$ cat src/common/noc_pkg.sv
//################################################
// mesh geometry, router port numbering and the flit format.
// shared by the routers, the neuron cores and the controller.
//################################################
package noc_pkg;

  localparam int MESH_DIM   = 2;
  localparam int NUM_NODES  = MESH_DIM * MESH_DIM;
  localparam int COORD_W    = 2;
  localparam int BOUNDARY_X = 2;
  localparam int BOUNDARY_Y = 0;
  localparam int FIFO_DEPTH = 4;
  localparam int PTR_W      = $clog2(FIFO_DEPTH);
  localparam int NUM_PORTS  = 5;
  localparam int PORT_W     = 3;
  localparam int AXON_W     = 2;
  localparam int WEIGHT_W   = 6;

  // north is the row with the smaller y.
  typedef enum logic [PORT_W-1:0] {
    PORT_LOCAL,
    PORT_NORTH,
    PORT_SOUTH,
    PORT_EAST,
    PORT_WEST
  } port_e;

  typedef struct packed {
    logic [COORD_W-1:0]         dest_x;
    logic [COORD_W-1:0]         dest_y;
    logic [COORD_W-1:0]         src_x;
    logic [COORD_W-1:0]         src_y;
    logic [AXON_W-1:0]          axon;
    logic signed [WEIGHT_W-1:0] weight;
  } flit_t;

endpackage

$ cat src/common/spike_pkg.sv
//################################################
// neuron constants, the host command word and the returned spike record.
//################################################
package spike_pkg;

  localparam int NUM_NURNS = 4;
  localparam int NURN_W    = $clog2(NUM_NURNS);
  localparam int POT_W     = 10;
  localparam int THRESHOLD = 32;
  localparam int HOST_W    = 32;
  localparam int STEP_W    = 16;

  // kind is bit 31 in both views. 0 is a spike, 1 a step command.
  typedef union packed {
    struct packed {
      logic                                kind;
      logic [noc_pkg::COORD_W-1:0]         dest_x;
      logic [noc_pkg::COORD_W-1:0]         dest_y;
      logic [noc_pkg::AXON_W-1:0]          axon;
      logic signed [noc_pkg::WEIGHT_W-1:0] weight;
      logic [18:0]                         pad;
    } spike_cmd;
    struct packed {
      logic                     kind;
      logic [HOST_W-STEP_W-2:0] pad;
      logic [STEP_W-1:0]        steps;
    } step_cmd;
  } host_word_u;

  typedef struct packed {
    logic [noc_pkg::COORD_W-1:0] src_x;
    logic [noc_pkg::COORD_W-1:0] src_y;
    logic [NURN_W-1:0]           neuron;
  } out_spike_t;

endpackage

$ cat src/router/spike_fifo.sv
//################################################
// flit buffer for one router input or the host queue.
// the head word is visible while empty is low.
//################################################
`timescale 1ns/1ps

module spike_fifo (
  input  logic           neu_clk,
  input  logic           reset,
  input  logic           push,
  input  noc_pkg::flit_t din,
  input  logic           pop,
  output noc_pkg::flit_t dout,
  output logic           empty,
  output logic           almost_full
);

  noc_pkg::flit_t             mem [noc_pkg::FIFO_DEPTH];
  logic [noc_pkg::PTR_W-1:0]  wr_ptr;
  logic [noc_pkg::PTR_W-1:0]  rd_ptr;
  logic [noc_pkg::PTR_W:0]    count;

  always_ff @(posedge neu_clk) begin
    if (reset) begin
      wr_ptr <= '0;
      rd_ptr <= '0;
      count  <= '0;
    end else begin
      wr_ptr <= wr_ptr + noc_pkg::PTR_W'(push);
      rd_ptr <= rd_ptr + noc_pkg::PTR_W'(pop);
      count  <= count + (noc_pkg::PTR_W+1)'(push) - (noc_pkg::PTR_W+1)'(pop);
    end
  end

  always_ff @(posedge neu_clk) begin
    if (push) mem[wr_ptr] <= din;
  end

  assign dout  = mem[rd_ptr];
  assign empty = (count == '0);
  // one slot of margin for the sender's registered write request.
  assign almost_full = (count >= noc_pkg::FIFO_DEPTH - 1);

  a_no_overflow: assert property (@(posedge neu_clk) disable iff (reset)
    push |-> count < noc_pkg::FIFO_DEPTH);
  a_no_underflow: assert property (@(posedge neu_clk) disable iff (reset)
    pop |-> !empty);

endmodule

$ cat src/router/router.sv
//################################################
// five-port mesh router with input FIFOs and a registered output per port.
// each output serves its requesting inputs in round-robin order.
//################################################
`timescale 1ns/1ps

module router (
  input  logic                          neu_clk,
  input  logic                          reset,
  input  logic [noc_pkg::COORD_W-1:0]   my_x,
  input  logic [noc_pkg::COORD_W-1:0]   my_y,
  input  noc_pkg::flit_t                in_data [noc_pkg::NUM_PORTS],
  input  logic [noc_pkg::NUM_PORTS-1:0] in_write,
  input  logic [noc_pkg::NUM_PORTS-1:0] out_full,
  output logic [noc_pkg::NUM_PORTS-1:0] in_full,
  output noc_pkg::flit_t                out_data [noc_pkg::NUM_PORTS],
  output logic [noc_pkg::NUM_PORTS-1:0] out_write,
  output logic                          idle
);

  noc_pkg::flit_t                head   [noc_pkg::NUM_PORTS];
  noc_pkg::port_e                route  [noc_pkg::NUM_PORTS];
  logic [noc_pkg::NUM_PORTS-1:0] grant  [noc_pkg::NUM_PORTS];
  logic [noc_pkg::PORT_W-1:0]    sel    [noc_pkg::NUM_PORTS];
  logic [noc_pkg::PORT_W-1:0]    rr_ptr [noc_pkg::NUM_PORTS];
  logic [noc_pkg::NUM_PORTS-1:0] empty;
  logic [noc_pkg::NUM_PORTS-1:0] pop;

  // dimension order, x before y. Traffic bound for the boundary column
  // settles its row first, since only row 0 has a link out of the east edge.
  function automatic noc_pkg::port_e next_port(input noc_pkg::flit_t f);
    if (f.dest_x == my_x && f.dest_y == my_y) return noc_pkg::PORT_LOCAL;
    if (f.dest_x == noc_pkg::BOUNDARY_X && f.dest_y != my_y)
      return (f.dest_y < my_y) ? noc_pkg::PORT_NORTH : noc_pkg::PORT_SOUTH;
    if (f.dest_x > my_x) return noc_pkg::PORT_EAST;
    if (f.dest_x < my_x) return noc_pkg::PORT_WEST;
    return (f.dest_y < my_y) ? noc_pkg::PORT_NORTH : noc_pkg::PORT_SOUTH;
  endfunction

  for (genvar p = 0; p < noc_pkg::NUM_PORTS; p++) begin : g_port
    spike_fifo i_fifo (
      .neu_clk     (neu_clk),
      .reset       (reset),
      .push        (in_write[p]),
      .din         (in_data[p]),
      .pop         (pop[p]),
      .dout        (head[p]),
      .empty       (empty[p]),
      .almost_full (in_full[p])
    );

    assign route[p] = next_port(head[p]);

    // a flit never leaves through the port it came in on.
    a_no_u_turn: assert property (@(posedge neu_clk) disable iff (reset)
      !empty[p] |-> route[p] != noc_pkg::port_e'(p));
  end

  always_comb begin
    logic [noc_pkg::PORT_W-1:0] idx;
    pop = '0;
    for (int o = 0; o < noc_pkg::NUM_PORTS; o++) begin
      grant[o] = '0;
      sel[o]   = '0;
      // search starts one past the input served last.
      for (int k = 1; k <= noc_pkg::NUM_PORTS; k++) begin
        idx = noc_pkg::PORT_W'((int'(rr_ptr[o]) + k) % noc_pkg::NUM_PORTS);
        if (!out_full[o] && grant[o] == '0 && !empty[idx] &&
            route[idx] == noc_pkg::port_e'(o)) begin
          grant[o][idx] = 1'b1;
          sel[o]        = idx;
        end
      end
      pop = pop | grant[o];
    end
  end

  always_ff @(posedge neu_clk) begin
    if (reset) begin
      out_write <= '0;
      for (int o = 0; o < noc_pkg::NUM_PORTS; o++) rr_ptr[o] <= '0;
    end else begin
      for (int o = 0; o < noc_pkg::NUM_PORTS; o++) begin
        out_write[o] <= |grant[o];
        if (|grant[o]) rr_ptr[o] <= sel[o];
      end
    end
  end

  always_ff @(posedge neu_clk) begin
    for (int o = 0; o < noc_pkg::NUM_PORTS; o++) begin
      if (|grant[o]) out_data[o] <= head[sel[o]];
    end
  end

  assign idle = (&empty) && (out_write == '0);

endmodule

$ cat src/mesh/neuron_core.sv
//################################################
// integrate-and-fire core on a router's local port.
// fires on step_tick and reports each spike to the boundary router.
//################################################
`timescale 1ns/1ps

module neuron_core (
  input  logic                        neu_clk,
  input  logic                        reset,
  input  logic [noc_pkg::COORD_W-1:0] my_x,
  input  logic [noc_pkg::COORD_W-1:0] my_y,
  input  logic                        step_tick,
  input  noc_pkg::flit_t              in_data,
  input  logic                        in_write,
  input  logic                        out_full,
  output logic                        in_full,
  output noc_pkg::flit_t              out_data,
  output logic                        out_write,
  output logic                        idle
);

  logic signed [spike_pkg::POT_W-1:0] pot [spike_pkg::NUM_NURNS];
  logic [spike_pkg::NUM_NURNS-1:0]    fire_now;
  logic [spike_pkg::NUM_NURNS-1:0]    fire_mask;
  logic [spike_pkg::NURN_W-1:0]       next_idx;

  // clamps at the rails instead of wrapping.
  function automatic logic signed [spike_pkg::POT_W-1:0] sat_add(
    input logic signed [spike_pkg::POT_W-1:0]    a,
    input logic signed [noc_pkg::WEIGHT_W-1:0]   w
  );
    logic signed [spike_pkg::POT_W:0] sum;
    sum = a + w;
    if (sum[spike_pkg::POT_W] != sum[spike_pkg::POT_W-1])
      return {sum[spike_pkg::POT_W], {(spike_pkg::POT_W-1){~sum[spike_pkg::POT_W]}}};
    return sum[spike_pkg::POT_W-1:0];
  endfunction

  always_comb begin
    next_idx = '0;
    for (int i = spike_pkg::NUM_NURNS - 1; i >= 0; i--) begin
      fire_now[i] = (pot[i] >= spike_pkg::THRESHOLD);
      if (fire_mask[i]) next_idx = spike_pkg::NURN_W'(i);
    end
  end

  always_ff @(posedge neu_clk) begin
    if (reset) begin
      for (int i = 0; i < spike_pkg::NUM_NURNS; i++) pot[i] <= '0;
      fire_mask <= '0;
      out_write <= 1'b0;
    end else begin
      for (int i = 0; i < spike_pkg::NUM_NURNS; i++) begin
        if (step_tick && fire_now[i]) pot[i] <= '0;
        else if (in_write && in_data.axon == i) pot[i] <= sat_add(pot[i], in_data.weight);
      end
      out_write <= 1'b0;
      if (step_tick) begin
        fire_mask <= fire_now;
      end else if (fire_mask != '0 && !out_full) begin
        fire_mask[next_idx] <= 1'b0;
        out_write           <= 1'b1;
      end
    end
  end

  always_ff @(posedge neu_clk) begin
    out_data.dest_x <= noc_pkg::COORD_W'(noc_pkg::BOUNDARY_X);
    out_data.dest_y <= noc_pkg::COORD_W'(noc_pkg::BOUNDARY_Y);
    out_data.src_x  <= my_x;
    out_data.src_y  <= my_y;
    out_data.axon   <= next_idx;
    out_data.weight <= '0;
  end

  assign in_full = 1'b0;
  assign idle    = (fire_mask == '0) && !out_write;

  // the controller holds the tick until the whole network has drained.
  a_tick_drained: assert property (@(posedge neu_clk) disable iff (reset)
    step_tick |-> fire_mask == '0);

endmodule

$ cat src/mesh/mesh_ap.sv
//################################################
// 2x2 grid of router and neuron core nodes.
// only node (1,0) has a link out, on its east port.
//################################################
`timescale 1ns/1ps

module mesh_ap (
  input  logic           neu_clk,
  input  logic           reset,
  input  logic           step_tick,
  input  noc_pkg::flit_t east_in,
  input  logic           east_write,
  input  logic           east_neighbor_full,
  output noc_pkg::flit_t east_out,
  output logic           east_out_write,
  output logic           east_full,
  output logic           idle
);

  // lin_* enter a router and lout_* leave it.
  wire noc_pkg::flit_t                lin_data   [noc_pkg::NUM_NODES][noc_pkg::NUM_PORTS];
  wire [noc_pkg::NUM_PORTS-1:0]       lin_write  [noc_pkg::NUM_NODES];
  wire [noc_pkg::NUM_PORTS-1:0]       lout_full  [noc_pkg::NUM_NODES];
  noc_pkg::flit_t                     lout_data  [noc_pkg::NUM_NODES][noc_pkg::NUM_PORTS];
  logic [noc_pkg::NUM_PORTS-1:0]      lout_write [noc_pkg::NUM_NODES];
  logic [noc_pkg::NUM_PORTS-1:0]      lin_full   [noc_pkg::NUM_NODES];
  logic [noc_pkg::NUM_NODES-1:0]      node_idle;

  for (genvar y = 0; y < noc_pkg::MESH_DIM; y++) begin : g_row
    for (genvar x = 0; x < noc_pkg::MESH_DIM; x++) begin : g_col
      localparam int N = y * noc_pkg::MESH_DIM + x;
      logic rt_idle;
      logic core_idle;

      router i_router (
        .neu_clk   (neu_clk),
        .reset     (reset),
        .my_x      (noc_pkg::COORD_W'(x)),
        .my_y      (noc_pkg::COORD_W'(y)),
        .in_data   (lin_data[N]),
        .in_write  (lin_write[N]),
        .out_full  (lout_full[N]),
        .in_full   (lin_full[N]),
        .out_data  (lout_data[N]),
        .out_write (lout_write[N]),
        .idle      (rt_idle)
      );

      neuron_core i_core (
        .neu_clk   (neu_clk),
        .reset     (reset),
        .my_x      (noc_pkg::COORD_W'(x)),
        .my_y      (noc_pkg::COORD_W'(y)),
        .step_tick (step_tick),
        .in_data   (lout_data[N][noc_pkg::PORT_LOCAL]),
        .in_write  (lout_write[N][noc_pkg::PORT_LOCAL]),
        .out_full  (lin_full[N][noc_pkg::PORT_LOCAL]),
        .in_full   (lout_full[N][noc_pkg::PORT_LOCAL]),
        .out_data  (lin_data[N][noc_pkg::PORT_LOCAL]),
        .out_write (lin_write[N][noc_pkg::PORT_LOCAL]),
        .idle      (core_idle)
      );

      assign node_idle[N] = rt_idle && core_idle;

      for (genvar p = 1; p < noc_pkg::NUM_PORTS; p++) begin : g_dir
        localparam int NX  = x + int'(p == noc_pkg::PORT_EAST) - int'(p == noc_pkg::PORT_WEST);
        localparam int NY  = y + int'(p == noc_pkg::PORT_SOUTH) - int'(p == noc_pkg::PORT_NORTH);
        localparam int OPP = (p % 2 == 1) ? p + 1 : p - 1;

        if (NX >= 0 && NX < noc_pkg::MESH_DIM && NY >= 0 && NY < noc_pkg::MESH_DIM) begin : g_link
          assign lin_data[N][p]  = lout_data[NY * noc_pkg::MESH_DIM + NX][OPP];
          assign lin_write[N][p] = lout_write[NY * noc_pkg::MESH_DIM + NX][OPP];
          assign lout_full[N][p] = lin_full[NY * noc_pkg::MESH_DIM + NX][OPP];
        end else if (p == noc_pkg::PORT_EAST && y == noc_pkg::BOUNDARY_Y) begin : g_boundary
          assign lin_data[N][p]  = east_in;
          assign lin_write[N][p] = east_write;
          assign lout_full[N][p] = east_neighbor_full;
          assign east_out        = lout_data[N][p];
          assign east_out_write  = lout_write[N][p];
          assign east_full       = lin_full[N][p];
        end else begin : g_edge
          assign lin_data[N][p]  = '0;
          assign lin_write[N][p] = 1'b0;
          assign lout_full[N][p] = 1'b0;
        end
      end
    end
  end

  assign idle = &node_idle;

endmodule

$ cat config.mk
export PLATFORM = sky130hd
export DESIGN_NAME = mesh_ap
export DESIGN_NICKNAME = d
export VERILOG_FILES = /design/src/common/noc_pkg.sv /design/src/common/spike_pkg.sv /design/src/router/spike_fifo.sv /design/src/router/router.sv /design/src/mesh/neuron_core.sv /design/src/mesh/mesh_ap.sv
export SDC_FILE = /design/constraint.sdc
export NUM_CORES = 2
export LEC_CHECK = 0
export BUFFER_PORTS_ARGS = -buffer_cell sky130_fd_sc_hd__buf_2
export CORE_MARGIN = 8
export CORE_UTILIZATION = 50
export CTS_CLUSTER_SIZE = 30
export DETAILED_ROUTE_END_ITERATION = 16
export HOLD_SLACK_MARGIN = 0.02
export PLACE_DENSITY_LB_ADDON = 0.05
export SLEW_MARGIN = 10
export SYNTH_ARGS = -nofsm -noshare
export SYNTH_HDL_FRONTEND = slang
export SYNTH_SLANG_ARGS = --single-unit
$ cat constraint.sdc
create_clock -name neu_clk -period 10.09 [get_ports neu_clk]
set_input_delay 1.5135 -clock neu_clk [delete_from_list [all_inputs] [get_ports neu_clk]]
set_output_delay 1.5135 -clock neu_clk [all_outputs]
set_load 0.01 [all_outputs]
==> impl_metrics.tcl <==
set metrics [dict create \
    grt_overflow_total 0 \
    seqCellArea_sq_mm 0.0330 \
    wl_met1_um 92600 \
    finalWirelength_um 195000 \
    boundaryPins 40 \
    routed.top_layer "met5" \
    fill_cells 13300 \
    dr.pass1.iters 6 \
    synth-main-ff-cell "edfxtp_1" \
    hp-class "register to register" \
    core_region_area_sq_mm 0.152 \
    synth_common_cells "edfxtp_1 (992), ha_1 (620), nor2_1 (559)" \
    clock-sinks 1150 \
    maxSlewHeadroom_pct 18.4 \
    final_hold_viol_count 0 \
    multi_input_area_sq_mm 0.0404 \
    die_x_um 407 \
    num_antenna_cells 0 \
    synth_edf_count 992 \
    synth_area_sq_mm 0.0763 \
    grtUsageTotal_pct 23.1 \
    arrival_ns 8.91 \
    dp_hpwl_um 144000 \
    r2r_setup_slack_ns 1.80 \
    ys_seq_area_share_pct 43.2 \
    yosysTopAreaCell "edfxtp_1" \
    vias_per_cell 6.02 \
    syn_inst 7207 \
    synth_cell_types 117 \
    avgRoutedWirePerCell_um 21.0 \
    r2r_start "g_row[0].g_col[1].i_router.rr_ptr[0][6]" \
    root_buffer "clkbuf_16" \
    numCtsBuffers 119 \
    worst_slew_pin_slew_ns 1.22 \
    cap_violations 0 \
    ys_ff_latch 1150 \
    grt_pass1_vias 53600 \
    port_buffers 39 \
    slew_viol_final 0 \
    cts_tree "yes" \
    vias 56100 \
    post_cts_buffers 0 \
    dr_wl_met2_um 90400 \
    outcome "complete, no violations" \
    cp_slowest_cell "edfxtp_1" \
    drt-initial-drc-count 4245 \
    grt_pass1_wl_um 306000 \
    clock_skew_ns 0.0508 \
    end_kind "register" \
    fin_crit_sh_pct 82.1 \
    clk_pin_slew_ns 0.07 \
    dr_wl_met3_um 9040 \
    yosys_warnings 0 \
    num_rows 143 \
    fin_setup_tns_ns 0 \
    avgSynthCellArea_sq_um 10.6 \
    fin_util_pct 54.5 \
    nets 7852 \
    setup_viol_count_final 0 \
    gp_congestion 0.888 \
    worst-path-buf-inv 4 \
    synth_top_cell_area_share_pct 39.0 \
    hold_depth 0 \
    post_synth_main_area_contributors "edfxtp_1 (39%), ha_1 (10%), mux4_2 (4.3%), dfxtp_1 (4.1%), xnor2_1 (3.0%)" \
    hold_path_startpoint "g_row[0].g_col[1].i_router.out_data[42]" \
    crit_chain "inv_1, ha_1, clkinv_1, ha_1, o311a_1, or2_2, ha_1, nor2b_1, o31ai_1, mux2_2, mux2i_1, nor3_1, o31ai_1, a211oi_1, o31a_1, nand4_1, ha_1, inv_1, ha_1, inv_1, fa_1, xor2_1, nor2_1" \
    post_cts_resized 0 \
    rr_worst_depth 23 \
    cp_top_family "compound AO/OA/AOI/OAI gates" \
    placed_cell_area_sq_mm 0.0786 \
    htree_num_levels 3 \
    setup.worst_path.start "g_row[0].g_col[1].i_router.rr_ptr[0][6]" \
    critPathRequiredTime_ns 10.72 \
    area_growth_pct 8.41 \
    clock_path_buffers 3 \
    finalInstanceArea_sq_mm 0.0827 \
    die-height_um 407 \
    max_freq_ghz 0.121 \
    startpoint_type "register" \
    rsz0062_at_grt "no" \
    post-route-drc-count 0 \
    crit_fanout 22 \
    grt_antenna_before_repair 4 \
    synthArstFlopShare_pct 0 \
    clock_latency_ns 0.75 \
    cts_hold_buf 0 \
    post-route-min-period_ns 8.29 \
    grt_max_degree 99 \
    crit_type "register to register" \
    ant_nets 0 \
    yosysMostFrequentCell "edfxtp_1" \
    drive_gt1_share_pct 8.83 \
    start_util_pct 50.3 \
    cp_common_cell "ha_1" \
    die_area_sq_mm 0.165 \
    slowest_delay_ns 0.87 \
]
kinds of logic after synthesis:
group | share of synthesized area [%]
and+or+nand+nor | 13.5
other | 0.00984
adders and majority gates | 11.0
DFF | 43.2
muxes | 7.81
xor gates and xnor gates | 4.00
buffers and inverters | 4.21
AOI/OAI and AO/OA | 16.2
placed cells by master (no fill, tap or decap), types with 29 or more instances in the layout:
| master | instances |
|---|---|
| fa_1 | 32 |
| clkinv_1 | 30 |
| mux4_2 | 144 |
| a22o_1 | 32 |
| o21ai_0 | 288 |
| a2111oi_0 | 29 |
| o22ai_1 | 77 |
| o211ai_1 | 56 |
| xor2_1 | 79 |
| ha_1 | 620 |
| o21a_1 | 52 |
| nand4_1 | 43 |
| mux2i_1 | 224 |
| nor4_1 | 71 |
| buf_2 | 38 |
| or2_2 | 45 |
| nor2_1 | 556 |
| a21o_1 | 183 |
| clkbuf_16 | 119 |
| a211oi_1 | 70 |
| nand3_1 | 132 |
| a31oi_1 | 78 |
| a22oi_1 | 30 |
| mux2_2 | 41 |
| buf_4 | 67 |
| nor2b_1 | 135 |
| nor3b_1 | 40 |
| edfxtp_1 | 992 |
| dfxtp_1 | 158 |
| nand2b_1 | 125 |
| inv_1 | 525 |
| nor3_1 | 176 |
| and2_1 | 48 |
| xnor2_1 | 263 |
| nand2_1 | 365 |
| o31ai_1 | 38 |
| and3_1 | 54 |
| or3_1 | 67 |
| o21bai_1 | 89 |
| a21oi_1 | 429 |
metal layers:
metal / vias up / track usage (%)
li1: 27000 / -
met4: 2 / 4.45
met3: 219 / 2.60
met5: - / 0
met1: 27700 / 33.5
met2: 1250 / 37.7
area by class of cell:
cell class | count | area share, %
Clock buffer | 146 | 3.80
Clock inverter | 82 | 1.14
Timing Repair Buffer | 107 | 0.880
Tap cell | 2030 | 3.07
Multi-Input combinational cell | 5258 | 48.8
Sequential cell | 1150 | 39.8
Inverter | 543 | 2.47
worst reg2reg max path: stages (launching register included):
cell      delay (ns)
edfxtp_1        0.87
inv_1           0.26
ha_1            0.68
clkinv_1        0.42
ha_1            0.35
o311a_1         0.35
or2_2           0.32
ha_1            0.22
nor2b_1         0.14
o31ai_1         0.62
mux2_2          0.44
mux2i_1         0.12
nor3_1          0.38
o31ai_1         0.13
a211oi_1        0.54
o31a_1          0.79
nand4_1         0.35
ha_1            0.38
inv_1           0.06
ha_1            0.13
inv_1           0.05
fa_1            0.37
xor2_1          0.15
nor2_1          0.05
how the worst max path moves through the flow:
stage / slack (ns) / end / cells after the start
floorplan: 2.96 / register / 32
global placement: 2.20 / register / 23
detailed placement: 1.94 / register / 23
CTS: 1.88 / register / 23
global route: 1.12 / register / 23
finish: 1.80 / register / 23
stage by stage:
step | cells | hold slack [ns] | setup slack [ns]
2_1_floorplan | 7223 | 0.438 | 2.96
3_3_place_gp | 9088 | 0.474 | 2.20
3_5_place_dp | 9088 | 0.481 | 1.94
4_1_cts | 9316 | 0.494 | 1.88
5_1_grt | 9316 | 0.521 | 1.12
6_report | 9316 | 0.491 | 1.80
registers in the layout, summed over array words and instances (netlist names):
signal / cells
g_row.g_col.i_router.g_port.i_fifo.mem: 608
g_row.g_col.i_router.out_data: 176
g_row.g_col.i_core.pot: 160
g_row.g_col.i_router.g_port.i_fifo.count: 60
g_row.g_col.i_router.rr_ptr: 48
g_row.g_col.i_router.g_port.i_fifo.rd_ptr: 26
g_row.g_col.i_router.g_port.i_fifo.wr_ptr: 26
g_row.g_col.i_router.out_write: 18
g_row.g_col.i_core.fire_mask: 16
g_row.g_col.i_core.out_data: 8
g_row.g_col.i_core.out_write: 4
Power is not shown: default switching activity piles up to over one toggle a cycle in this logic, so the estimate is an artifact.
