--- src/common/noc_pkg.sv ---
//################################################
// mesh geometry, router port numbering and the flit format.
// shared by the routers, the neuron cores and the controller.
//################################################
package noc_pkg;

  localparam int MESH_DIM   = 2;
  localparam int NUM_NODES  = MESH_DIM * MESH_DIM;
  localparam int COORD_W    = 2;
  localparam int BOUNDARY_X = 2;
  localparam int BOUNDARY_Y = 0;
  localparam int FIFO_DEPTH = 4;
  localparam int PTR_W      = $clog2(FIFO_DEPTH);
  localparam int NUM_PORTS  = 5;
  localparam int PORT_W     = 3;
  localparam int AXON_W     = 2;
  localparam int WEIGHT_W   = 6;

  // north is the row with the smaller y.
  typedef enum logic [PORT_W-1:0] {
    PORT_LOCAL,
    PORT_NORTH,
    PORT_SOUTH,
    PORT_EAST,
    PORT_WEST
  } port_e;

  typedef struct packed {
    logic [COORD_W-1:0]         dest_x;
    logic [COORD_W-1:0]         dest_y;
    logic [COORD_W-1:0]         src_x;
    logic [COORD_W-1:0]         src_y;
    logic [AXON_W-1:0]          axon;
    logic signed [WEIGHT_W-1:0] weight;
  } flit_t;

endpackage

--- src/common/spike_pkg.sv ---
//################################################
// neuron constants, the host command word and the returned spike record.
//################################################
package spike_pkg;

  localparam int NUM_NURNS = 4;
  localparam int NURN_W    = $clog2(NUM_NURNS);
  localparam int POT_W     = 10;
  localparam int THRESHOLD = 32;
  localparam int HOST_W    = 32;
  localparam int STEP_W    = 16;

  // kind is bit 31 in both views. 0 is a spike, 1 a step command.
  typedef union packed {
    struct packed {
      logic                                kind;
      logic [noc_pkg::COORD_W-1:0]         dest_x;
      logic [noc_pkg::COORD_W-1:0]         dest_y;
      logic [noc_pkg::AXON_W-1:0]          axon;
      logic signed [noc_pkg::WEIGHT_W-1:0] weight;
      logic [18:0]                         pad;
    } spike_cmd;
    struct packed {
      logic                     kind;
      logic [HOST_W-STEP_W-2:0] pad;
      logic [STEP_W-1:0]        steps;
    } step_cmd;
  } host_word_u;

  typedef struct packed {
    logic [noc_pkg::COORD_W-1:0] src_x;
    logic [noc_pkg::COORD_W-1:0] src_y;
    logic [NURN_W-1:0]           neuron;
  } out_spike_t;

endpackage

--- src/router/spike_fifo.sv ---
//################################################
// flit buffer for one router input or the host queue.
// the head word is visible while empty is low.
//################################################
`timescale 1ns/1ps

module spike_fifo (
  input  logic           neu_clk,
  input  logic           reset,
  input  logic           push,
  input  noc_pkg::flit_t din,
  input  logic           pop,
  output noc_pkg::flit_t dout,
  output logic           empty,
  output logic           almost_full
);

  noc_pkg::flit_t             mem [noc_pkg::FIFO_DEPTH];
  logic [noc_pkg::PTR_W-1:0]  wr_ptr;
  logic [noc_pkg::PTR_W-1:0]  rd_ptr;
  logic [noc_pkg::PTR_W:0]    count;

  always_ff @(posedge neu_clk) begin
    if (reset) begin
      wr_ptr <= '0;
      rd_ptr <= '0;
      count  <= '0;
    end else begin
      wr_ptr <= wr_ptr + noc_pkg::PTR_W'(push);
      rd_ptr <= rd_ptr + noc_pkg::PTR_W'(pop);
      count  <= count + (noc_pkg::PTR_W+1)'(push) - (noc_pkg::PTR_W+1)'(pop);
    end
  end

  always_ff @(posedge neu_clk) begin
    if (push) mem[wr_ptr] <= din;
  end

  assign dout  = mem[rd_ptr];
  assign empty = (count == '0);
  // one slot of margin for the sender's registered write request.
  assign almost_full = (count >= noc_pkg::FIFO_DEPTH - 1);

  a_no_overflow: assert property (@(posedge neu_clk) disable iff (reset)
    push |-> count < noc_pkg::FIFO_DEPTH);
  a_no_underflow: assert property (@(posedge neu_clk) disable iff (reset)
    pop |-> !empty);

endmodule

--- src/logic/mesh_controller.sv ---
//################################################
// host side of the network. queues spike commands, paces time steps
// against the idle level and reports spikes coming back.
//################################################
`timescale 1ns/1ps

module mesh_controller (
  input  logic                          neu_clk,
  input  logic                          reset,
  input  logic                          host_write,
  input  spike_pkg::host_word_u         host_word,
  input  noc_pkg::flit_t                packet_in,
  input  logic                          packet_write,
  input  logic                          router_full,
  input  logic                          net_idle,
  output logic                          host_full,
  output noc_pkg::flit_t                spike_packet,
  output logic                          write_req,
  output logic                          step_tick,
  output logic [spike_pkg::STEP_W-1:0]  step_count,
  output logic                          busy,
  output logic                          out_valid,
  output spike_pkg::out_spike_t         out_spike
);

  noc_pkg::flit_t                host_flit;
  noc_pkg::flit_t                queue_head;
  logic                          queue_push;
  logic                          queue_pop;
  logic                          queue_empty;
  logic                          net_ready;
  logic                          ready_q;
  logic [spike_pkg::STEP_W-1:0]  steps_left;

  assign queue_push = host_write && !host_word.spike_cmd.kind && !host_full;
  assign queue_pop  = !queue_empty && !router_full;

  always_comb begin
    host_flit        = '0;
    host_flit.dest_x = host_word.spike_cmd.dest_x;
    host_flit.dest_y = host_word.spike_cmd.dest_y;
    host_flit.axon   = host_word.spike_cmd.axon;
    host_flit.weight = host_word.spike_cmd.weight;
  end

  spike_fifo i_queue (
    .neu_clk     (neu_clk),
    .reset       (reset),
    .push        (queue_push),
    .din         (host_flit),
    .pop         (queue_pop),
    .dout        (queue_head),
    .empty       (queue_empty),
    .almost_full (host_full)
  );

  // spikes still waiting here count as traffic too.
  assign net_ready = net_idle && queue_empty && !write_req;
  assign step_tick = (steps_left != '0) && net_ready && ready_q;
  assign busy      = (steps_left != '0);

  always_ff @(posedge neu_clk) begin
    if (reset) begin
      write_req  <= 1'b0;
      ready_q    <= 1'b0;
      steps_left <= '0;
      step_count <= '0;
      out_valid  <= 1'b0;
    end else begin
      write_req <= queue_pop;
      ready_q   <= net_ready && !step_tick;
      out_valid <= packet_write;
      if (host_write && host_word.step_cmd.kind) steps_left <= host_word.step_cmd.steps;
      else if (step_tick) steps_left <= steps_left - 1'b1;
      if (step_tick) step_count <= step_count + 1'b1;
    end
  end

  always_ff @(posedge neu_clk) begin
    spike_packet     <= queue_head;
    out_spike.src_x  <= packet_in.src_x;
    out_spike.src_y  <= packet_in.src_y;
    out_spike.neuron <= packet_in.axon;
  end

  // a second step command would overwrite the steps still pending.
  a_no_step_overlap: assert property (@(posedge neu_clk) disable iff (reset)
    host_write && host_word.step_cmd.kind |-> !busy);

endmodule

--- config.mk ---
export PLATFORM = sky130hd
export DESIGN_NAME = mesh_controller
export DESIGN_NICKNAME = d
export VERILOG_FILES = /design/src/common/noc_pkg.sv /design/src/common/spike_pkg.sv /design/src/router/spike_fifo.sv /design/src/logic/mesh_controller.sv
export SDC_FILE = /design/constraint.sdc
export NUM_CORES = 1
export LEC_CHECK = 0
export BUFFER_PORTS_ARGS = -buffer_cell sky130_fd_sc_hd__buf_2
export CORE_MARGIN = 5
export CORE_UTILIZATION = 45
export DETAILED_ROUTE_END_ITERATION = 10
export PLACE_DENSITY = 0.68
export SETUP_SLACK_MARGIN = 0.2
export SLEW_MARGIN = 25
export SYNTH_ARGS = -nofsm -noshare
export SYNTH_HDL_FRONTEND = slang
export SYNTH_SLANG_ARGS = --single-unit
--- constraint.sdc ---
create_clock -name neu_clk -period 5 [get_ports neu_clk]
set_clock_uncertainty 0.05 [all_clocks]
set_input_delay 0 -clock neu_clk [delete_from_list [all_inputs] [get_ports neu_clk]]
set_output_delay 0 -clock neu_clk [all_outputs]
set_load 0.05 [all_outputs]
# ---- Word-level counts from Yosys, hierarchy flattened
# Memory sizes are Yosys's and may differ from the RTL's. A register that Yosys moved wholly into a read port is not among the register bits.
# Cells that the tools add are included.
dict set report classes {
  n_addsub 6
  order_cmp 1
  mux 4
  reduce_logical 18
}
# operator count
set ops {}
lappend ops {{$mux W16} 2}
lappend ops {{$add A16 B1 Y16 const B} 1}
lappend ops {{$reduce_bool A16 Y1} 1}
lappend ops {{$sub A16 B1 Y16 const B} 1}
lappend ops {{$logic_and A1 B1 Y1} 9}
lappend ops {{$logic_not A1 Y1} 6}
lappend ops {{$add A2 B1 Y2} 2}
lappend ops {{$add A3 B1 Y3} 1}
lappend ops {{$ge A3 B2 Y1 const B} 1}
lappend ops {{$logic_not A3 Y1} 1}
lappend ops {{$sub A3 B1 Y3} 1}
lappend ops {{$mux W1} 2}
lappend ops {{$reduce_bool A2 Y1} 1}
dict set report word_totals {
  ff_bits 52
  ramBits 48
  in_bits 54
  out_inout_bits 43
  elab_cells 43
  memories 1
}
# memory words width rd rd_ports_with_merged_regs wr line_no
set mem_list {}
lappend mem_list {i_queue.mem 4 12 1 1 1 spike_fifo.sv:18} ;# noc_pkg::flit_t mem [noc_pkg::FIFO_DEPTH];

# ---- Depth between registers and ports, before layout
# Gate-level depths: netlist of the first run.
dict set report depth {
  depth_word 7
  depth_mapped 10
}

# ---- Hierarchy
# Synthesis of the first run repeated with hierarchy kept, for this count alone.
dict set report unflattened {
  cells_unflattened 355
  hier_area_um2 4958.5
}
# mod n_inst cells_each area_each_um2 seq_area_each_um2
set modules_own_cells {}
lappend modules_own_cells {spike_fifo 1 119 2687.6 2062.0}
lappend modules_own_cells {mesh_controller 1 236 2270.9 1141.1}

# ---- Worst setup path after synthesis of the first run
# Ideal clock, no wire load.
dict set report synth_timing {
  path_type {reg2reg}
  from {register steps_left[0] (netlist name)}
  to {register steps_left[5] (netlist name)}
  setup_ps 125
  arrival_time_ps 2336
  setup_slack_ps 2489
  stages_incl_launch_ff 9
  path_buffers 1
  period_less_slack_ps 2511
  path_cell_list {dfxtp_1 > inv_1 > ha_1 > or4b_2 > nor4_4 > buf_2 > inv_1 > a311oi_1 > nor3_1}
}
dict set report synth_between {
  elab_chain_len 4
  word_cells_on_any_way 7
}
# element line_no
set synth_rtl {}
lappend synth_rtl {{start: declaration} mesh_controller.sv:33} ;# logic [spike_pkg::STEP_W-1:0] steps_left;
lappend synth_rtl {{start signal: assignment} mesh_controller.sv:73} ;# if (host_write && host_word.step_cmd.kind) steps_left <= host_word.step_cmd.steps;
lappend synth_rtl {{start signal: assignment} mesh_controller.sv:74} ;# else if (step_tick) steps_left <= steps_left - 1'b1;
lappend synth_rtl {{$reduce_bool A16 Y1} -}
lappend synth_rtl {{net busy} mesh_controller.sv:21} ;# output logic busy,
lappend synth_rtl {{$logic_and A1 B1 Y1 (2 in series)} mesh_controller.sv:59} ;# assign step_tick = (steps_left != '0) && net_ready && ready_q;
lappend synth_rtl {{$reduce_bool A2 Y1 (no line)} -}
# The timed path passes the listed nets, and every way through them passes these cells. The select of a mux whose other input is x is not followed.
# A chain may end at the register's enable or synchronous reset.

# ---- Worst setup path after layout of the first run
dict set report layout_timing {
  from {register i_queue.count[2] (netlist name)}
  to {register i_queue.count[2] (netlist name)}
}
dict set report layout_between {
  elab_chain_len 5
  word_cells_on_any_way 8
}
# element line_no
set layout_rtl {}
lappend layout_rtl {{start: declaration} spike_fifo.sv:21} ;# logic [noc_pkg::PTR_W:0] count;
lappend layout_rtl {{start signal: assignment} spike_fifo.sv:31} ;# count <= count + (noc_pkg::PTR_W+1)'(push) - (noc_pkg::PTR_W+1)'(pop);
lappend layout_rtl {{$ge A3 B2 Y1} spike_fifo.sv:42} ;# assign almost_full = (count >= noc_pkg::FIFO_DEPTH - 1);
lappend layout_rtl {{$logic_not A1 Y1} mesh_controller.sv:35} ;# assign queue_push = host_write && !host_word.spike_cmd.kind && !host_full;
lappend layout_rtl {{$logic_and A1 B1 Y1} mesh_controller.sv:35}
lappend layout_rtl {{$add A3 B1 Y3} spike_fifo.sv:31}
lappend layout_rtl {{$sub A3 B1 Y3 (*)} spike_fifo.sv:31}
# Every way passes the cells marked *; elsewhere a longest branch is shown, timed or not.

==> results of run 1 <==
==> stage by stage <==
stage                     setup slack [ns]  cell area, um2
after floorplan                       2.49            4440
after global placement                2.47            4910
after detailed placement              2.40            4910
after CTS                             2.32            5490
after global routing                  2.13            5500
final                                 2.30            5500
==> area by class of cell <==
cell class                 count  area, um2  area share
sequential                   108       2640       0.480
tap                          133        166      0.0302
clock buffer                   9        124      0.0225
clock inverter                 7       77.6      0.0141
multi-input combinational    220       1680       0.305
inverter                      11       41.3     0.00750
timing repair buffer         117        773       0.140
==> cells in the mapped netlist (3+ instances only) <==
master,number
dfxtp_1,60
nor3b_1,3
nor4b_1,3
clkbuf_1,12
xnor2_1,3
nand4_1,4
nor4_1,3
or3_1,11
or2_2,4
mux2_2,4
nor2_1,15
o31ai_1,13
a31oi_1,10
nand2_1,10
and3_1,5
mux4_2,12
buf_2,5
a21oi_1,13
nor2b_1,9
ha_1,8
inv_1,11
nand3_1,14
or4_1,19
o21ai_0,21
buf_4,4
buf_1,5
edfxtp_1,48
nor3_1,9
==> power by group <==
part	leakage, nW	internal [mW]	switching [mW]
Clock	0.0983	0.199	0.327
Sequential	0.930	1.01	0.0720
Combinational	1.01	0.209	0.364
==> what timing repair did <==
item	in CTS	in global routing
resized for setup	0	0
setup buffers	0	0
hold buffers	37	0
hold endpoints to repair	73	0
==> layout by cell type (no fill, tap or decap), types with 5 or more instances in the layout <==
cell type and instances:
ha_1 8, edfxtp_1 48, nor2b_1 9, dfxtp_1 60, clkbuf_8 9, and3_1 5, nand3_1 14, or4_1 19
mux4_2 12, a31oi_1 10, or3_1 11, o31ai_1 13, a21oi_1 13, nor3_1 7, inv_1 11, buf_2 79
nand2_1 10, o21ai_0 21, dlygate4sd3_1 37, nor2_1 15
==> sequential cells by signal, indices dropped and copies added, names as in the netlist <==
name,flops
write_req,1
i_queue.count,3
step_count,16
out_valid,1
i_queue.mem,48
ready_q,1
out_spike,6
spike_packet,12
steps_left,16
i_queue.rd_ptr,2
i_queue.wr_ptr,2
==> layer usage <==
layer / vias up / routed length [um] / global-route usage
li1: 1600 / - / -
met1: 1539 / 4090 / 0.217
met2: 79 / 4640 / 0.272
met3: 11 / 493 / 0.0314
met4: 0 / 117 / 0.0508
met5: - / 0 / 0
==> kinds of logic after synthesis <==
family	after synthesis
AND/OR/NAND/NOR	122
flip-flops	108
AO/OA/AOI/OAI	66
buffers and inverters	37
multiplexers	16
adder cells (fa/ha/maj)	9
XOR/XNOR	3
other	1
==> worst max-delay path by stage <==
stage / slack, ns / start / cells past startpoint / to
after floorplan: 2.49 / steps_left[0] / 8 / steps_left[5]
after global placement: 2.47 / i_queue.count[2] / 5 / i_queue.mem[1][7]
after detailed placement: 2.40 / i_queue.count[2] / 5 / i_queue.mem[1][7]
after CTS: 2.32 / steps_left[0] / 7 / busy
after global routing: 2.13 / i_queue.count[2] / 10 / i_queue.count[2]
final: 2.30 / i_queue.count[2] / 10 / i_queue.count[2]
==> worst register-to-register path, stage by stage, from the launching register on <==
cell and delay (ns):
dfxtp_1 0.40, inv_1 0.10, ha_1 0.18, o21ai_0 0.20, nand4b_1 0.39, ha_1 0.43
inv_1 0.04, ha_1 0.18, fa_1 0.40, xnor2_1 0.15, nor2_1 0.05
==> results_dict.tcl, run 1 <==
set metrics [dict create \
    critPathTopFamily "adder cells" \
    drt.antenna.violating_nets 0 \
    required_ns 5.18 \
    synth_fa_ha_area_frac 0.0271 \
    cp_max_fo 5 \
    synth-edff-count 48 \
    io_buffers 79 \
    viasPerCell 5.34 \
    cts_tree "built" \
    fill_cells 808 \
    drc 0 \
    cts-root-buf "clkbuf_8" \
    slew-limit-headroom 0.412 \
    timing.hold.ws_ns 0.133 \
    dieWidth_um 109 \
    rsz0062_at_grt "false" \
    synth.avg_cell_area_um2 12.2 \
    p_total_mw 2.18 \
    ir_worst_vdd_mv 0.165 \
    power_density_mw_per_mm2 397 \
    clkLatencyLatePin_ns 0.37 \
    antenna_found_initial 0 \
    slowest_delay_ns 0.43 \
    grt_pass1_vias 3096 \
    hold_viol_final 0 \
    yosys.area_share.simple 0.171 \
    synth_top_cell_area_share 0.325 \
    core_area_mm2 0.00968 \
    dpl.cell_count 552 \
    yosysSeqAreaShare 0.596 \
    setup_viol 0 \
    rr_startpoint "i_queue.count[2]" \
    worstMarginPinSlew_ns 0.881 \
    slew_viol_final 0 \
    cp_common_cell "ha_1" \
    grt_max_degree 40 \
    via_count 3229 \
    gp_congestion 0.829 \
    crit_type "reg2reg" \
    whs_path_depth 2 \
    finalCritPeriodShare 0.540 \
    hold_start "reset" \
    regToRegSetupSlack_ns 2.30 \
    synth_top_family_by_area "simple AND/OR/NAND/NOR gates" \
    status "finished clean" \
    wl_per_cell_um 15.4 \
    clk_pin_slew_ns 0.10 \
    p_leak_nw 2.04 \
    clockBufferDepth 2 \
    fin_cells 605 \
    cap_violations 0 \
    yosysTopAreaCell "edfxtp_1" \
    synthFlopType "dfxtp_1" \
    hpwl_um 6050 \
    cp-start-kind "flop" \
    crit_chain "inv_1 -> ha_1 -> o21ai_0 -> nand4b_1 -> ha_1 -> inv_1 -> ha_1 -> fa_1 -> xnor2_1 -> nor2_1" \
    htreeDepth 3 \
    hold_class "in2reg" \
    reg2reg_depth 10 \
    syn_area_mm2 0.00443 \
    fin_crit_ns 2.70 \
    rows 36 \
    yosysUniqueCellTypes 47 \
    arrival_ns 2.88 \
    synth-compound-area-share 0.0918 \
    synth_warnings 0 \
    synth_async_sr_flop_share 0 \
    num_antenna_cells 0 \
    initialDrtViolationCount 129 \
    grt_use_total 0.164 \
    tns_ns 0 \
    netlist_instances 362 \
    die_h_um 109 \
    r2r-end "i_queue.count[2]" \
    clock_sinks 108 \
    synth_xor_area_frac 0.00593 \
    overflow 0 \
    crit_slowest_cell "ha_1" \
    critPathCaptureType "flop" \
    drive_above_1_share 0.263 \
    grt_pass1_wl_um 15300 \
    drtPass1Iterations 4 \
    num-nets-final 530 \
    finalCoreUtilization 0.568 \
    synthTopCellsByArea "edfxtp_1 (33%), dfxtp_1 (27%), mux4_2 (6.1%)" \
    num_io_pins 97 \
    numCtsBuffers 9 \
    start_util 0.458 \
    finalWirelength_um 9340 \
    hold_end "i_queue.rd_ptr[1]" \
    synthToLayoutAreaGrowth_pct 24.2 \
    synth_mux_area_frac 0.0711 \
    die_area_mm2 0.0119 \
    fmax_mhz 371 \
    synth-seq-cells 108 \
    path_buf_inv 2 \
]
(Power assumes the default switching activity.)
==> inputs of run 2 (changes only) <==
- ABC_AREA: default -> 1
- clock period: 5 -> 2.6 ns (I/O delays scaled with it)
==> run 2 against run 1 <==
Effect of this change:
- first-iteration DRC count increased by 66%
- count of clock-buffer cells in the layout is the same
- cell area up 6.8%
- worst hold slack lost 0.064 ns
- non-clock buffer count grew 8
- setup slack got worse by 2.0 ns
- wire length increased by 14%
- maximum frequency grew 19%
- core utilization is 0.080 points higher
- synthesized cell count increased by 50%
- sequential cell count unchanged
==> results_dict.tcl, run 2 <==
set metrics [dict create \
    worstMarginPinSlew_ns 0.680 \
    dieWidth_um 113 \
    required_ns 2.79 \
    die_area_mm2 0.0127 \
    rsz0062_at_grt "false" \
    top_regs "i_queue.mem: 48 flops, step_count: 16 flops, steps_left: 16 flops" \
    finalCoreUtilization 0.569 \
    netSwitchingFraction 0.392 \
    wl_per_cell_um 13.3 \
    crit_slowest_cell "fa_1" \
    numCtsBuffers 9 \
    synth-seq-cells 108 \
    p_seq_frac 0.450 \
    clkLatencyLatePin_ns 0.37 \
    power.switching_mw 1.82 \
    num-nets-final 722 \
    top_register "i_queue.mem" \
    synthFlopType "dfxtp_1" \
    p_int_mw 2.81 \
    cp_common_cell "ha_1" \
    ir_worst_vdd_mv 0.506 \
    rows 37 \
    critPathCaptureType "flop" \
    start_util 0.459 \
    whs_path_depth 2 \
    synth.most_common_cell "nand2_1" \
    clockBufferDepth 2 \
    initialDrtViolationCount 214 \
    io_buffers 79 \
    clk_pin_slew_ns 0.11 \
    fin_crit_ns 2.28 \
    crit_type "reg2reg" \
    drt.antenna.violating_nets 0 \
    gp_congestion 0.831 \
    hold_viol_final 0 \
    place_area_mm2 0.00527 \
    crit_chain "ha_1 -> o21ai_2 -> nand2_2 -> nor3_4 -> inv_2 -> ha_1 -> inv_1 -> ha_1 -> fa_1 -> xnor2_1 -> nor2_1" \
    synth_async_sr_flop_share 0 \
    yosysSeqAreaShare 0.557 \
    p_leak_nw 2.41 \
    hold_end "i_queue.count[2]" \
    synth-edff-count 48 \
    clockPowerShare 0.225 \
    fmax_mhz 439 \
    grt_pass1_wl_um 17300 \
    regToRegSetupSlack_ns 0.32 \
    hold_start "reset" \
    slew_viol_final 0 \
    setup_viol 0 \
    synthTopCellsByArea "edfxtp_1 (30%), dfxtp_1 (25%), nand2_1 (8.2%)" \
    slowest_delay_ns 0.37 \
    fin_area_mm2 0.00588 \
    yosysUniqueCellTypes 34 \
    num_antenna_cells 0 \
    arrival_ns 2.46 \
    drtPass1Iterations 4 \
    grt_use_total 0.166 \
    cp_max_fo 3 \
    drc 0 \
    rr_startpoint "i_queue.count[1]" \
    synthToLayoutAreaGrowth_pct 23.9 \
    grt_max_degree 27 \
    num_io_pins 97 \
    layout_common_cells "nand2_1 (102), nor2_1 (84), buf_2 (79)" \
    netlist_instances 542 \
    p_total_mw 4.63 \
    cts_tree "built" \
    largest_register_ffs 48 \
    combPwrFrac 0.324 \
    clock_sinks 108 \
    cts-root-buf "clkbuf_8" \
    yosys-top-cells-count "nand2_1 (103), nor2_1 (84), dfxtp_1 (60), inv_1 (49), edfxtp_1 (48)" \
    yosysTopAreaCell "edfxtp_1" \
    status "finished clean" \
    antenna_found_initial 0 \
    syn_area_mm2 0.00474 \
    htreeDepth 3 \
    hpwl_um 7080 \
    power_density_mw_per_mm2 788 \
    die_h_um 113 \
    cp-start-kind "flop" \
    viasPerCell 4.93 \
    drive_above_1_share 0.206 \
    synth_top_cell_area_share 0.304 \
    overflow 0 \
    hold_class "in2reg" \
    via_count 3947 \
    synth.avg_cell_area_um2 8.75 \
    core_area_mm2 0.0103 \
    r2r-end "i_queue.count[2]" \
    slew-limit-headroom 0.546 \
    tns_ns 0 \
    reg2reg_depth 11 \
    grt_pass1_vias 3750 \
    finalWirelength_um 10700 \
    timing.hold.ws_ns 0.0697 \
    finalCritPeriodShare 0.875 \
    cap_violations 0 \
    layout_commonest_cell "nand2_1" \
    synth_warnings 0 \
]
run 2: cell types whose count changed after synthesis, sizes merged, moves of 11 or more:
cell / before / now
o22ai: 0 / 12
nand3: 14 / 30
nand2: 10 / 107
inv: 11 / 52
o21ai: 21 / 48
or3: 11 / 0
mux4: 12 / 0
or4: 20 / 0
nor2: 15 / 87
o31ai: 13 / 0
run 2: worst max path at each step:
stage / start / to / slack, ns / cells after the start
final: i_queue.count[1] / i_queue.count[2] / 0.32 / 11
after CTS: i_queue.count[2] / i_queue.count[2] / 0.24 / 12
after global routing: i_queue.count[2] / i_queue.count[2] / 0.18 / 12
after global placement: i_queue.count[2] / i_queue.count[2] / 0.31 / 12
after detailed placement: i_queue.count[2] / i_queue.count[2] / 0.26 / 12
after floorplan: i_queue.count[2] / i_queue.mem[0][0] / 0.08 / 7
run 2: per-stage QoR:
stage | cells | worst slack (ns)
finish | 800 | 0.325
global route | 800 | 0.182
CTS | 798 | 0.238
detailed placement | 745 | 0.259
global placement | 745 | 0.311
floorplan | 545 | 0.0781
run 2: repair_timing:
action                                 4_1_cts  5_1_grt
endpoints found under the hold margin       73        0
buffers inserted                             0        2
resized for setup                            0        6
hold buffers                                37        0
setup endpoints to repair                    0        2
run 2: logic make-up (layout without fill, tap and decap cells):
kind of cell | Yosys count | in the layout | share of synthesized area
AO/OA/AOI/OAI | 83 | 83 | 0.0955
XOR/XNOR | 12 | 12 | 0.0222
adder cells (fa/ha/maj) | 9 | 9 | 0.0253
buffers and inverters | 75 | 194 | 0.0675
flip-flops | 108 | 108 | 0.557
other | 1 | 4 | 0.000791
AND/OR/NAND/NOR | 254 | 254 | 0.231
run 2: power by group through the flow:
| stage | logic (mW) | registers (mW) | clock network (mW) |
|---|---|---|---|
| 3_3_place_gp | 1.41 | 2.11 | 0 |
| 2_1_floorplan | 0.748 | 2.47 | 0 |
| 5_1_grt | 1.66 | 2.11 | 1.15 |
| 4_1_cts | 1.49 | 2.08 | 1.08 |
| 3_5_place_dp | 1.44 | 2.12 | 0 |
| 6_report | 1.50 | 2.08 | 1.04 |
run 2: worst max-delay path: cells and delay by family, from the launching register on:
kind	cells	cell delay (ns)
fa+ha+maj	4	1.02
xor+xnor	1	0.16
compound gates	1	0.12
flops	1	0.36
simple gates	3	0.36
buf+inv	2	0.10
run 2: cell type report:
type | count | area, um2
Fill cell | 925 | 4450
Sequential cell | 108 | 2650
Multi-Input combinational cell | 362 | 1820
Timing Repair Buffer | 125 | 833
Inverter | 53 | 199
Tap cell | 136 | 170
Clock buffer | 9 | 124
Clock inverter | 7 | 86.3
run 2: layer usage:
metal	up-vias	global-route usage	part of all wire
li1	2015	-	-
met1	1809	0.201	0.42
met2	106	0.301	0.52
met3	17	0.0280	0.054
met4	0	0.0489	0.013
met5	-	0	0
==> inputs of run 3 (changes only) <==
- SETUP_SLACK_MARGIN: 0.2 -> 0.05
- clock period: 2.6 -> 2.4 ns (I/O delays scaled with it)
==> run 3 against run 2 <==
Effect of this change:
- core utilization increased by 0.39 points
- non-clock buffer count is 2 higher
- sequential share of layout area is 0.30 points lower
- cell count rose by 0.25%
- critical endpoint is now i_queue.count[1]
==> results_dict.tcl, run 3 (synthesis results as in run 2) <==
set metrics [dict create \
    required_ns 2.68 \
    drtPass1Iterations 5 \
    clk_pin_slew_ns 0.12 \
    hold_viol_final 0 \
    drive_above_1_share 0.215 \
    clkLatencyLatePin_ns 0.39 \
    finalCritPeriodShare 0.916 \
    crit_chain "inv_2 -> ha_2 -> o21ai_2 -> nand2_4 -> nor3_4 -> inv_1 -> ha_1 -> inv_1 -> ha_2 -> fa_2 -> inv_1 -> nor2_1" \
    grt_max_degree 26 \
    via_count 3967 \
    antenna_found_initial 0 \
    top_register "i_queue.mem" \
    num_io_pins 97 \
    ir_worst_vdd_mv 0.439 \
    post_cts_buffers 0 \
    rows 37 \
    gp_congestion 0.861 \
    htreeDepth 3 \
    viasPerCell 4.95 \
    crit_slowest_cell "fa_2" \
    hold_class "in2reg" \
    setup_viol 0 \
    start_util 0.459 \
    numCtsBuffers 9 \
    core_area_mm2 0.0103 \
    grt_use_total 0.170 \
    fmax_mhz 455 \
    dieWidth_um 113 \
    fin_cells 802 \
    cap_violations 0 \
    critPathCaptureType "flop" \
    cp_common_cell "inv_1" \
    num-nets-final 724 \
    synthToLayoutAreaGrowth_pct 24.7 \
    rsz0062_at_grt "false" \
    num_antenna_cells 0 \
    critPathTopFamily "adder cells" \
    status "finished clean" \
    cts-root-buf "clkbuf_8" \
    crit_type "reg2reg" \
    timing.hold.ws_ns 0.0413 \
    power_density_mw_per_mm2 851 \
    drt.antenna.violating_nets 0 \
    finalWirelength_um 10600 \
    die_area_mm2 0.0127 \
    place_area_mm2 0.00533 \
    dpl.cell_count 749 \
    grt_pass1_wl_um 17700 \
    fin_area_mm2 0.00592 \
    slew-limit-headroom 0.528 \
    layout_commonest_cell "nand2_1" \
    path_buf_inv 4 \
    io_buffers 79 \
    grt_pass1_vias 3761 \
    wl_per_cell_um 13.2 \
    fin_crit_ns 2.20 \
    clockBufferDepth 2 \
    clock_sinks 108 \
    die_h_um 113 \
    largest_register_ffs 48 \
    slew_viol_final 0 \
    overflow 0 \
    initialDrtViolationCount 286 \
    hpwl_um 7200 \
    cts_tree "built" \
    layout_common_cells "nand2_1 (102), nor2_1 (84), buf_2 (79)" \
    cp_max_fo 3 \
    slowest_delay_ns 0.52 \
    cp-start-kind "flop" \
    drc 0 \
    arrival_ns 2.48 \
    top_regs "i_queue.mem: 48 flops, step_count: 16 flops, steps_left: 16 flops" \
    p_leak_nw 2.42 \
    worstMarginPinSlew_ns 0.707 \
]
run 3: cell types whose count changed in the layout (fill, tap and decap cells not counted), sizes merged:
cell / before / now
buf: 88 / 90
run 3: per-layer routing:
layer  track usage  share of wire  vias to the layer above
met5             0              0                        -
met4        0.0577          0.016                        0
met3        0.0426          0.056                       16
met2         0.298           0.51                       94
met1         0.204           0.42                     1838
li1              -              -                     2019
run 3: timing repair:
item                                    in CTS  in global routing
hold endpoints to repair                    73                  0
gates resized for setup                      0                  2
endpoints found under the setup margin       0                  2
hold buffers                                37                  0
run 3: final timing paths:
kind / start / to / slack, ns / cells past startpoint
max: i_queue.count[2] / i_queue.count[1] / 0.20 / 12
min: reset / steps_left[0] / 0.04 / 3
max reg2reg: i_queue.count[2] / i_queue.count[1] / 0.20 / 12
min reg2reg: step_count[13] / step_count[13] / 0.45 / 2
run 3: worst register-to-register path, stage by stage, from the launching register on:
cell     delay, ns
dfxtp_2       0.34
inv_2         0.05
ha_2          0.17
o21ai_2       0.15
nand2_4       0.08
nor3_4        0.12
inv_1         0.07
ha_1          0.27
inv_1         0.04
ha_2          0.17
fa_2          0.52
inv_1         0.04
nor2_1        0.06
run 3: power by group:
group | leakage, nW | switching (mW) | internal [mW] | total, mW
Sequential | 0.930 | 0.104 | 2.14 | 2.25
Combinational | 1.38 | 1.16 | 0.486 | 1.64
Clock | 0.107 | 0.715 | 0.429 | 1.14
Total | 2.42 | 1.97 | 3.06 | 5.03
run 3: area by class of cell:
cell class              instances  area, um2
clock buffers                   9        124
clock inverters                 7       88.8
fillers                       927       4410
inverters                      53        199
multi-input cells             362       1840
flip-flops and latches        108       2650
well taps                     136        170
repair buffers                127        848
run 3: stage by stage:
stage | power [mW] | TNS (ns) | setup slack [ns] | util
6_report | 5.03 | 0 | 0.202 | 0.573
3_5_place_dp | 3.89 | 0 | 0.0889 | 0.516
3_3_place_gp | 3.84 | 0 | 0.169 | 0.516
4_1_cts | 5.09 | 0 | 0.0701 | 0.572
5_1_grt | 5.33 | 0 | 0.0623 | 0.573
2_1_floorplan | 3.51 | -3.26 | -0.0679 | -
